<file path="config.mk">
export PLATFORM = sky130hd
export DESIGN_NAME = beat_fetch_top
export DESIGN_NICKNAME = d
export VERILOG_FILES = /design/src/rtl/beats_pkg.sv /design/src/rtl/beat_alloc_ctrl.sv /design/src/rtl/burst_reserve.sv /design/src/rtl/beat_buffer.sv /design/src/rtl/beat_fetch_top.sv
export VERILOG_INCLUDE_DIRS = /design/src /design/src/rtl
export SDC_FILE = /design/constraint.sdc
export NUM_CORES = 2
export LEC_CHECK = 0
export BUFFER_PORTS_ARGS = -buffer_cell sky130_fd_sc_hd__buf_4
export CORE_ASPECT_RATIO = 1.4
export CORE_MARGIN = 2
export CORE_UTILIZATION = 30
export DETAILED_ROUTE_END_ITERATION = 7
export SLEW_MARGIN = 20
export SYNTH_ARGS = -nofsm -noshare
export SYNTH_HDL_FRONTEND = slang
export SYNTH_HIERARCHICAL = 1
export SYNTH_SLANG_ARGS = --single-unit
</file>
<file path="constraint.sdc">
create_clock -name axi_aclk -period 4.29 [get_ports axi_aclk]
set_input_delay 0.858 -clock axi_aclk [delete_from_list [all_inputs] [get_ports axi_aclk]]
set_output_delay 0.858 -clock axi_aclk [all_outputs]
set_load 0.005 [all_outputs]
</file>
<file path="src/rtl/beats_settings.svh">
`ifndef BEATS_SETTINGS_SVH
`define BEATS_SETTINGS_SVH

// ----------------------------------------------------------
// Beat buffer sizing
// ----------------------------------------------------------

// Buffer depth in beats, power of two
`define BEATS_DEPTH 64

// Width of one R data beat
`define BEATS_DATA_W 32

// AR address width
`define BEATS_ADDR_W 32

// Longest burst a client may ask for
`define BEATS_MAX_BURST 16

// Almost-full fires when free space drops to this
`define BEATS_ALMOST_FULL_MARGIN 4

// Almost-empty fires when reserved beats drop to this
`define BEATS_ALMOST_EMPTY_MARGIN 4

`endif

</file>
<file path="src/rtl/beats_pkg.sv">
`include "beats_settings.svh"

package beats_pkg;

        // ----------------------------------------------------------
        // Burst length and size
        // ----------------------------------------------------------

        // AXI length field, beats minus one
        typedef logic [7:0] beat_len_t;

        // Beat count of one allocation
        typedef logic [7:0] beat_size_t;

        // ----------------------------------------------------------
        // Buffer bookkeeping
        // ----------------------------------------------------------

        // Occupancy or free space, 0 up to full depth
        typedef logic [$clog2(`BEATS_DEPTH):0] occ_t;

        // Pointer with extra wrap bit on top
        typedef logic [$clog2(`BEATS_DEPTH):0] ptr_t;

        // ----------------------------------------------------------
        // Payload
        // ----------------------------------------------------------
        typedef logic [`BEATS_ADDR_W-1:0] addr_t;
        typedef logic [`BEATS_DATA_W-1:0] data_t;

endpackage

</file>
<file path="src/rtl/beat_alloc_ctrl.sv">
`timescale 1ns/1ps

`include "beats_settings.svh"

module beat_alloc_ctrl (
        input  logic                  axi_aclk,
        input  logic                  arst_n,

        // Reservation request from the burst stage
        input  logic                  alloc_valid,
        input  beats_pkg::beat_size_t alloc_size,
        output logic                  alloc_ready,

        // One slot back per consumer pop
        input  logic                  beat_release,

        // Registered status
        output beats_pkg::occ_t       space_free,
        output logic                  full,
        output logic                  almost_full,
        output logic                  empty,
        output logic                  almost_empty
);
        import beats_pkg::*;

        // Full depth in occupancy width
        localparam occ_t DEPTH_OCC = occ_t'(`BEATS_DEPTH);

        // ----------------------------------------------------------
        // Pointers and next-state values
        // ----------------------------------------------------------

        // Allocation side, moves by whole bursts
        ptr_t alloc_ptr;
        ptr_t alloc_ptr_nxt;

        // Release side, moves one beat at a time
        ptr_t rel_ptr;
        ptr_t rel_ptr_nxt;

        logic grant;
        occ_t reserved_nxt;
        occ_t free_nxt;

        // Grant only if the whole burst fits in current free space
        assign alloc_ready = alloc_size <= beat_size_t'(space_free);
        assign grant       = alloc_valid && alloc_ready;

        // Size never exceeds depth once granted, so truncation is lossless
        assign alloc_ptr_nxt = grant ? alloc_ptr + ptr_t'(alloc_size) : alloc_ptr;
        assign rel_ptr_nxt   = beat_release ? rel_ptr + ptr_t'(1) : rel_ptr;

        // Wrap bit makes the difference span 0..DEPTH
        assign reserved_nxt = occ_t'(alloc_ptr_nxt - rel_ptr_nxt);
        assign free_nxt     = DEPTH_OCC - reserved_nxt;

        // ----------------------------------------------------------
        // Pointer registers
        // ----------------------------------------------------------
        always_ff @(posedge axi_aclk or negedge arst_n) begin
                if (!arst_n) begin
                        alloc_ptr <= '0;
                        rel_ptr   <= '0;
                end else begin
                        // Grant and release in one cycle both land
                        alloc_ptr <= alloc_ptr_nxt;
                        rel_ptr   <= rel_ptr_nxt;
                end
        end

        // ----------------------------------------------------------
        // Status registers
        // ----------------------------------------------------------
        always_ff @(posedge axi_aclk or negedge arst_n) begin
                if (!arst_n) begin
                        // Nothing reserved out of reset
                        space_free   <= DEPTH_OCC;
                        full         <= 1'b0;
                        almost_full  <= 1'b0;
                        empty        <= 1'b1;
                        almost_empty <= 1'b1;
                end else begin
                        space_free <= free_nxt;

                        // Every slot promised to an issued burst
                        full  <= reserved_nxt == DEPTH_OCC;
                        empty <= reserved_nxt == '0;

                        // Early warnings
                        almost_full  <= free_nxt <= occ_t'(`BEATS_ALMOST_FULL_MARGIN);
                        almost_empty <= reserved_nxt <= occ_t'(`BEATS_ALMOST_EMPTY_MARGIN);
                end
        end

endmodule

</file>
<file path="src/rtl/burst_reserve.sv">
`timescale 1ns/1ps

module burst_reserve (
        input  logic                  axi_aclk,
        input  logic                  arst_n,

        // Client burst request
        input  logic                  req_valid,
        input  beats_pkg::addr_t      req_addr,
        input  beats_pkg::beat_len_t  req_len,
        output logic                  req_ready,

        // Reservation toward the allocation controller
        output logic                  alloc_valid,
        output beats_pkg::beat_size_t alloc_size,
        input  logic                  alloc_ready,

        // AXI AR channel
        output logic                  ar_valid,
        output beats_pkg::addr_t      ar_addr,
        output beats_pkg::beat_len_t  ar_len,
        input  logic                  ar_ready
);
        import beats_pkg::*;

        // Idle, waiting for space, then waiting for AR accept
        typedef enum logic [1:0] {
                ST_IDLE,
                ST_RESERVE,
                ST_ISSUE
        } state_t;

        state_t    state;
        addr_t     addr_q;
        beat_len_t len_q;

        // ----------------------------------------------------------
        // FSM
        // ----------------------------------------------------------
        always_ff @(posedge axi_aclk or negedge arst_n) begin
                if (!arst_n) begin
                        state <= ST_IDLE;
                end else begin
                        case (state)
                        ST_IDLE: begin
                                if (req_valid) begin
                                        state <= ST_RESERVE;
                                end
                        end
                        ST_RESERVE: begin
                                // Space granted, AR may go out next cycle
                                if (alloc_ready) begin
                                        state <= ST_ISSUE;
                                end
                        end
                        ST_ISSUE: begin
                                if (ar_ready) begin
                                        state <= ST_IDLE;
                                end
                        end
                        default: begin
                                state <= ST_IDLE;
                        end
                        endcase
                end
        end

        // Request held until AR handshake
        always_ff @(posedge axi_aclk) begin
                if (req_valid && req_ready) begin
                        addr_q <= req_addr;
                        len_q  <= req_len;
                end
        end

        // ----------------------------------------------------------
        // Outputs decoded from state
        // ----------------------------------------------------------
        assign req_ready   = state == ST_IDLE;
        assign alloc_valid = state == ST_RESERVE;
        assign ar_valid    = state == ST_ISSUE;

        // AXI len is beats minus one
        assign alloc_size = beat_size_t'(len_q) + beat_size_t'(1);

        assign ar_addr = addr_q;
        assign ar_len  = len_q;

endmodule

</file>
<file path="src/rtl/beat_buffer.sv">
`timescale 1ns/1ps

`include "beats_settings.svh"

module beat_buffer (
        input  logic             axi_aclk,
        input  logic             arst_n,

        // R data, always accepted
        input  logic             r_valid,
        input  beats_pkg::data_t r_data,

        // Consumer side
        output logic             out_valid,
        output beats_pkg::data_t out_data,
        input  logic             out_ready,

        // Pulse per popped beat
        output logic             beat_release
);
        import beats_pkg::*;

        // Index bits below the wrap bit
        localparam int IDX_W = $clog2(`BEATS_DEPTH);

        // ----------------------------------------------------------
        // Storage and pointers
        // ----------------------------------------------------------
        data_t mem [`BEATS_DEPTH];

        ptr_t wr_ptr;
        ptr_t rd_ptr;
        logic pop;

        // Beat visible the cycle after its write edge
        assign out_valid = wr_ptr != rd_ptr;
        assign out_data  = mem[rd_ptr[IDX_W-1:0]];

        assign pop          = out_valid && out_ready;
        assign beat_release = pop;

        // ----------------------------------------------------------
        // Write side
        // ----------------------------------------------------------

        // Room was reserved before AR, so no overflow check here
        always_ff @(posedge axi_aclk) begin
                if (r_valid) begin
                        mem[wr_ptr[IDX_W-1:0]] <= r_data;
                end
        end

        always_ff @(posedge axi_aclk or negedge arst_n) begin
                if (!arst_n) begin
                        wr_ptr <= '0;
                end else if (r_valid) begin
                        wr_ptr <= wr_ptr + ptr_t'(1);
                end
        end

        // ----------------------------------------------------------
        // Read side
        // ----------------------------------------------------------

        // Head beat stays put while out_ready is low
        always_ff @(posedge axi_aclk or negedge arst_n) begin
                if (!arst_n) begin
                        rd_ptr <= '0;
                end else if (pop) begin
                        rd_ptr <= rd_ptr + ptr_t'(1);
                end
        end

endmodule

</file>
<file path="src/rtl/beat_fetch_top.sv">
`timescale 1ns/1ps

module beat_fetch_top (
        input  logic                  axi_aclk,
        input  logic                  arst_n,

        // Client
        input  logic                  req_valid,
        input  beats_pkg::addr_t      req_addr,
        input  beats_pkg::beat_len_t  req_len,
        output logic                  req_ready,

        // AXI AR
        output logic                  ar_valid,
        output beats_pkg::addr_t      ar_addr,
        output beats_pkg::beat_len_t  ar_len,
        input  logic                  ar_ready,

        // AXI R, no ready needed
        input  logic                  r_valid,
        input  beats_pkg::data_t      r_data,

        // Consumer
        output logic                  out_valid,
        output beats_pkg::data_t      out_data,
        input  logic                  out_ready,

        // Reservation status
        output beats_pkg::occ_t       space_free,
        output logic                  full,
        output logic                  almost_full,
        output logic                  empty,
        output logic                  almost_empty
);
        import beats_pkg::*;

        // ----------------------------------------------------------
        // Internal links
        // ----------------------------------------------------------
        logic       alloc_valid;
        logic       alloc_ready;
        beat_size_t alloc_size;
        logic       beat_release;

        // Request hold and AR issue
        burst_reserve u_burst_reserve (
                .axi_aclk    (axi_aclk),
                .arst_n      (arst_n),
                .req_valid   (req_valid),
                .req_addr    (req_addr),
                .req_len     (req_len),
                .req_ready   (req_ready),
                .alloc_valid (alloc_valid),
                .alloc_size  (alloc_size),
                .alloc_ready (alloc_ready),
                .ar_valid    (ar_valid),
                .ar_addr     (ar_addr),
                .ar_len      (ar_len),
                .ar_ready    (ar_ready)
        );

        // Space bookkeeping without data
        beat_alloc_ctrl u_beat_alloc_ctrl (
                .axi_aclk     (axi_aclk),
                .arst_n       (arst_n),
                .alloc_valid  (alloc_valid),
                .alloc_size   (alloc_size),
                .alloc_ready  (alloc_ready),
                .beat_release (beat_release),
                .space_free   (space_free),
                .full         (full),
                .almost_full  (almost_full),
                .empty        (empty),
                .almost_empty (almost_empty)
        );

        // R beat storage
        beat_buffer u_beat_buffer (
                .axi_aclk     (axi_aclk),
                .arst_n       (arst_n),
                .r_valid      (r_valid),
                .r_data       (r_data),
                .out_valid    (out_valid),
                .out_data     (out_data),
                .out_ready    (out_ready),
                .beat_release (beat_release)
        );

endmodule

</file>
Word level (Yosys, flattened, before mapping)
Memory sizes are Yosys's and may differ from the RTL's.
Index checks and enable logic that the tools add are counted.
{"block": "totals", "mem_count": 1, "mem_bits_rw": 2048, "out_inout_bits": 86, "in_bits": 78, "word_cells": 44, "regBits": 81}
{"block": "op_classes", "add_sub_neg": 7, "reduce_logical": 6, "muxes": 8, "eq_ne": 7, "magnitude_cmp": 3}
{"memory": "u_beat_buffer.mem", "depth": 64, "width": 32, "read_ports": 1, "rd_ports_with_merged_regs": 0, "write_ports": 1, "line_no": "beat_buffer.sv:29", "rtl": "data_t mem [`BEATS_DEPTH];"}
{"cell": "$add 7x1->7 const B", "n": 3}
{"cell": "$le 7x3->1 const B", "n": 2}
{"cell": "$mux 7", "n": 2}
{"cell": "$add 8x1->8 const B", "n": 1}
{"cell": "$le 8x7->1", "n": 1}
{"cell": "$add 7x7->7", "n": 1}
{"cell": "$eq 7x7->1 const B", "n": 1}
{"cell": "$logic_not 7->1", "n": 1}
{"cell": "$ne 7x7->1", "n": 1}
{"cell": "$sub 7x7->7", "n": 1}
{"cell": "$sub 7x7->7 const A", "n": 1}
{"cell": "$mux 2", "n": 3}
{"cell": "$pmux 2 s3", "n": 1}
{"cell": "$ne 2x2->1 const B", "n": 2}
{"cell": "$logic_and 1x1->1", "n": 3}
{"cell": "$reduce_and 3->1", "n": 1}
{"cell": "$eq 2x1->1 const B", "n": 1}
{"cell": "$eq 2x2->1 const B", "n": 1}
{"cell": "$logic_not 2->1", "n": 1}
{"cell": "$mux 1", "n": 2}
{"cell": "$ne 2x1->1 const B", "n": 1}

Depth between registers and ports, before layout
{"block": "logic_depth", "depth_word": 7, "mapped_depth": 19, "ltp_nobuf": 19}

Hierarchy
The synthesis kept the hierarchy.
{"module": "beat_buffer", "seq_area_each_um2": 61849.3, "cells_each": 4052, "n_inst": 1, "area_each_um2": 80036.8}
{"module": "beat_alloc_ctrl", "seq_area_each_um2": 629.4, "cells_each": 179, "n_inst": 1, "area_each_um2": 1821.7}
{"module": "burst_reserve", "seq_area_each_um2": 1251.2, "cells_each": 66, "n_inst": 1, "area_each_um2": 1415.1}

Least setup slack after synthesis
OpenSTA, ideal clock, no wires.
{"block": "synth_timing", "path_kind": "register to register", "from": "register u_burst_reserve.len_q[0] (netlist: u_burst_reserve/ar_len[0])", "to": "register u_beat_alloc_ctrl.almost_full", "setup_time_ps": 73, "path_stages_with_launch": 19, "slack_ps": -73, "n_path_buf": 0, "arrival_ps": 4290, "path_cell_list": "edfxtp_1 > ha_1 > nand3_1 > xnor2_1 > ha_1 > nand4b_1 > nor2_1 > a211oi_1 > nor2_2 > mux2i_1 > ha_1 > inv_1 > fa_1 > a21o_1 > a21oi_1 > xnor2_1 > or2_1 > or4_1 > a21oi_2"}
{"block": "synth_between", "elab_chain_cells": 7}
{"item": "start: declaration", "line_no": "burst_reserve.sv:35", "rtl": "beat_len_t len_q;"}
{"item": "start signal: assignment", "line_no": "burst_reserve.sv:72", "rtl": "len_q <= req_len;"}
{"item": "$add 8x1->8 *", "line_no": "burst_reserve.sv:84", "rtl": "assign alloc_size = beat_size_t'(len_q) + beat_size_t'(1);"}
{"item": "named net alloc_size[6]", "line_no": "beat_fetch_top.sv:42", "rtl": "beat_size_t alloc_size;"}
{"item": "$le 8x7->1", "line_no": "beat_alloc_ctrl.sv:46", "rtl": "assign alloc_ready = alloc_size <= beat_size_t'(space_free);"}
{"item": "$logic_and 1x1->1", "line_no": "beat_alloc_ctrl.sv:47", "rtl": "assign grant = alloc_valid && alloc_ready;"}
{"item": "$mux 7 *", "line_no": "beat_alloc_ctrl.sv:50", "rtl": "assign alloc_ptr_nxt = grant ? alloc_ptr + ptr_t'(alloc_size) : alloc_ptr;"}
{"item": "$sub 7x7->7 *", "line_no": "beat_alloc_ctrl.sv:54", "rtl": "assign reserved_nxt = occ_t'(alloc_ptr_nxt - rel_ptr_nxt);"}
{"item": "$sub 7x7->7 *", "line_no": "beat_alloc_ctrl.sv:55", "rtl": "assign free_nxt = DEPTH_OCC - reserved_nxt;"}
{"item": "$le 7x3->1 *", "line_no": "beat_alloc_ctrl.sv:90", "rtl": "almost_full <= free_nxt <= occ_t'(`BEATS_ALMOST_FULL_MARGIN);"}
{"item": "end signal: assignment", "line_no": "beat_alloc_ctrl.sv:90"}
{"item": "end: declaration", "line_no": "beat_alloc_ctrl.sv:20", "rtl": "output logic almost_full,"}
Mark *: on every way through the listed nets, which the timed path passes. The rest lies on a longest branch.
A chain may end at the register's enable or synchronous reset.

Worst setup path after layout
{"block": "layout_timing", "from": "register u_beat_buffer.rd_ptr[0]", "to": "output port out_data[4]"}
{"block": "layout_between", "elab_chain_cells": 1}
{"item": "start: declaration", "line_no": "beat_buffer.sv:32", "rtl": "ptr_t rd_ptr;"}
{"item": "start signal: assignment", "line_no": "beat_buffer.sv:70", "rtl": "rd_ptr <= rd_ptr + ptr_t'(1);"}
{"item": "$mem_v2 64x32"}
{"item": "end: declaration", "line_no": "beat_fetch_top.sv:25", "rtl": "output beats_pkg::data_t out_data,"}
Every way passes these cells.

==> impl_results.md <==
* Largest net degree at the start of global routing at 73
* Buffers on Ports at around 160
* Layout cells sized above 1 at 0.298
* Max-cap violations at 0
* Post-synth EDFFs at approximately 2100
* 1st-pass router iterations at 5
* Core ar. at approximately 280000 um^2
* Die Y at 627 um
* Max stage delay on crit path at about 0.55 ns
* Worst setup EP type: output port
* Number of synthesized register bits at 2129
* Lkg Pwr at 33.3 nW
* Met1 usage at 0.186
* Ys Warns at 6
* Setup violations, final at 8
* Relative slew slack at 0.327
* Slew @ Worst Pin at approximately 1 ns
* Final HPWL DP at 140000 um
* Clk slew on worst S/H paths at 0.07 ns
* Failing checks: negative setup slack
* Fmax achieved at 227 MHz
* Setup ws final at -0.117 ns
* Worst Path Required at 3.43 ns
* M3 GR Usage at 0.0271
* 1st-iter DRT viols at 4121
* Final Hold Violating Endpoints at 0
* Most numerous cell in the Yosys netlist: edfxtp_1
* CP max-delay cell: o211ai_1
* First-pass GRT wire length at 331000 um
* Mapped Area at 83300 um^2
* Critical Path AT at 3.55 ns
* Total Wirelength at 238000 um
* Critical path origin: u_beat_buffer/rd_ptr[0]$_DFFE_PN0P_
* GPL Wtd Cong at approximately 0.85
* Prevailing post-synth register cell: edfxtp_1
* IR drop worst, VDD at 0.000412 V
* Die Width at 449 um
* Top cell type's share of synthesized area at 0.753
* H-tree levels at 4
* Clock buffer count from CTS at 193
* Clk Latency, worst-skew pair at 0.83 ns
* Final period util at 1.03
* CTS tree: done
* Pwr dens at 699 nW/um^2
* Gr usage total at 0.162
* Largest cells by area after synthesis: edfxtp_1 75%, mux4_2 6.5%, mux2i_1 6.4%
* CP Max Fanout at 6
* GRT Residual Overflow at 0
* Initial Utilization at 0.302
* Root buf cell: clkbuf_16
* Initial antenna violation count at 18
* # IOs at 164
* RSZ-0062 raised after global routing: yes
* Final setup TNS at -0.341 ns
* Seq/Total Area, Yosys at 0.765
* WL per Instance at 27.3 um
* # DRC at 0
* Non-Filler Instances at 8706
* CP Class: flop to output port
* Number of global-route vias before repair at 44600
* Min-delay worst type: input pin to asynchronous set/reset pin
* GRT met2 Usage at 0.294
* Fraction of registers with async set or reset after synthesis at 0.0193
* Final ANT Viol Nets at 0
* Fin. max-slew vios at 0
* CP startpoint kind: flop
* Post-Syn Area per Cell at 19.4 um^2
* Outcome: finished, violations left
* # clock sinks at between 2000 and 2500
* Synth Net Count at 4401
* P&R area growth vs syn at 21.2%
* Post-Synthesis Cells at between 4000 and 5000
* Via count at about 44000
* Synth unique cells at 69
* Row count at 228
* Crit-path cells: buf_12 -> buf_12 -> buf_16 -> buf_4 -> mux4_2 -> mux2i_4 -> o211ai_1 -> a21oi_2 -> o21ai_2 -> buf_4
* Final Critical Period at 4.41 ns
* Dominant cell type by area after synthesis: edfxtp_1
* NumNets Final at around 5000
* Final setup skew at 0.0736 ns
* Die area at 282000 um^2
* Maximum root-to-sink buffer count at 4
* Gr busiest metal: met2
* Post-Place Cells at 8225
* DR vias/cell at just over 5
* Post-synth top cells: 2088 x edfxtp_1, 536 x mux2i_1, 241 x mux4_2
* FF-to-FF Start: u_burst_reserve/ar_len[2]$_DFFE_PP_
report_power, final:
group | switching [mW] | total (mW) | internal, mW
Sequential | 0.394 | 24.3 | 23.9
Clock | 7.48 | 17.2 | 9.68
Combinational | 16.3 | 29.1 | 12.8
Total | 24.2 | 70.6 | 46.4
final cells by class:
type / instances / area [um^2]
well taps: 3680 / 4600
clock buffers: 225 / 4990
inverters: 29 / 109
fillers: 25200 / 175000
diodes: 8 / 20.0
clock inverters: 112 / 1130
multi-input cells: 1895 / 19800
repair buffers: 628 / 6520
flip-flops and latches: 2129 / 63700
cell usage in the layout, fill, tap and decap left out, drive strengths merged, types with 38 or more instances in the layout:
| master | synthesis | final |
|---|---|---|
| a31oi | 63 | 63 |
| buf | 145 | 611 |
| nand2 | 145 | 145 |
| clkbuf | 99 | 232 |
| a22oi | 217 | 217 |
| mux4 | 241 | 241 |
| nand3 | 55 | 55 |
| a21oi | 102 | 102 |
| o22ai | 39 | 39 |
| edfxtp | 2088 | 2088 |
| mux2 | 76 | 76 |
| o21ai | 71 | 71 |
| nor2 | 98 | 98 |
| mux2i | 536 | 536 |
| clkinv | 1 | 72 |
| dfrtp | 38 | 38 |
layer usage:
| metal | share of wire | vias up |
|---|---|---|
| li1 | - | 18600 |
| met1 | 0.37 | 23800 |
| met2 | 0.52 | 1535 |
| met3 | 0.059 | 381 |
| met4 | 0.048 | 14 |
| met5 | 0.00031 | - |
stage by stage:
stage / hold WS (ns) / area [um^2] / power, mW / utilization / worst slack (ns)
finish: 0.0421 / 101000 / 70.6 / 0.366 / -0.117
floorplan: 0.441 / 83300 / 37.6 / - / 0.0307
global placement: 0.461 / 91400 / 49.0 / 0.331 / 0.0155
detailed placement: 0.463 / 91400 / 49.2 / 0.331 / -0.0349
CTS: 0.00157 / 99500 / 69.1 / 0.361 / -0.148
global route: 0.0528 / 101000 / 72.9 / 0.366 / -0.184
path summary, 6_finish.rpt:
kind / slack (ns) / endpoint / cells after the start
worst max-delay path: -0.12 / out_data[4] / 10
worst min-delay path: 0.04 / u_burst_reserve/state[1]$_DFFE_PN0P_ / 1
worst max register to register: 0.03 / u_beat_alloc_ctrl/almost_full$_DFF_PN0_ / 19
worst min register to register: 0.48 / u_beat_alloc_ctrl/alloc_ptr[6]$_DFF_PN0_ / 1
max in group asynchronous: 3.79 / u_beat_buffer/rd_ptr[1]$_DFFE_PN0P_ / 1
min in group axi_aclk: 0.21 / u_burst_reserve/ar_len[0]$_DFFE_PP_ / 1
critical path: cells and delay by family (launching register included):
kind | cells | cell delay (ns)
compound gates | 3 | 0.99
flops | 1 | 0.50
mux | 2 | 0.45
buf+inv | 5 | 0.75
kinds of logic (layout without fill, tap and decap cells):
family,after synthesis,in the layout,share of synthesized area
muxes,853,853,0.140
DFF,2129,2129,0.765
buffers and inverters,273,994,0.0181
adders and majority gates,26,26,0.00409
and+or+nand+nor,403,403,0.0225
other,0,8,0
xor gates and xnor gates,45,45,0.00500
AOI/OAI and AO/OA,568,568,0.0451
repair_timing:
action / CTS / global route
gates cloned: 23 / 6
endpoints found under the setup margin: 37 / 38
setup buffers: 45 / 73
pin swaps: 28 / 68
hold buffers: 0 / 0
gates resized for setup: 209 / 177
state kept, by name, summed over array words and instances (netlist names), 2 cells and up, named ones only:
signal,count
u_beat_buffer/mem,2048
u_burst_reserve/ar_addr,32
u_burst_reserve/ar_len,8
u_beat_alloc_ctrl/rel_ptr,7
u_beat_alloc_ctrl/space_free,7
u_beat_buffer/rd_ptr,7
u_beat_buffer/wr_ptr,7
u_beat_alloc_ctrl/alloc_ptr,6
u_burst_reserve/state,2
Note: power is estimated with default switching activity, not from simulation.
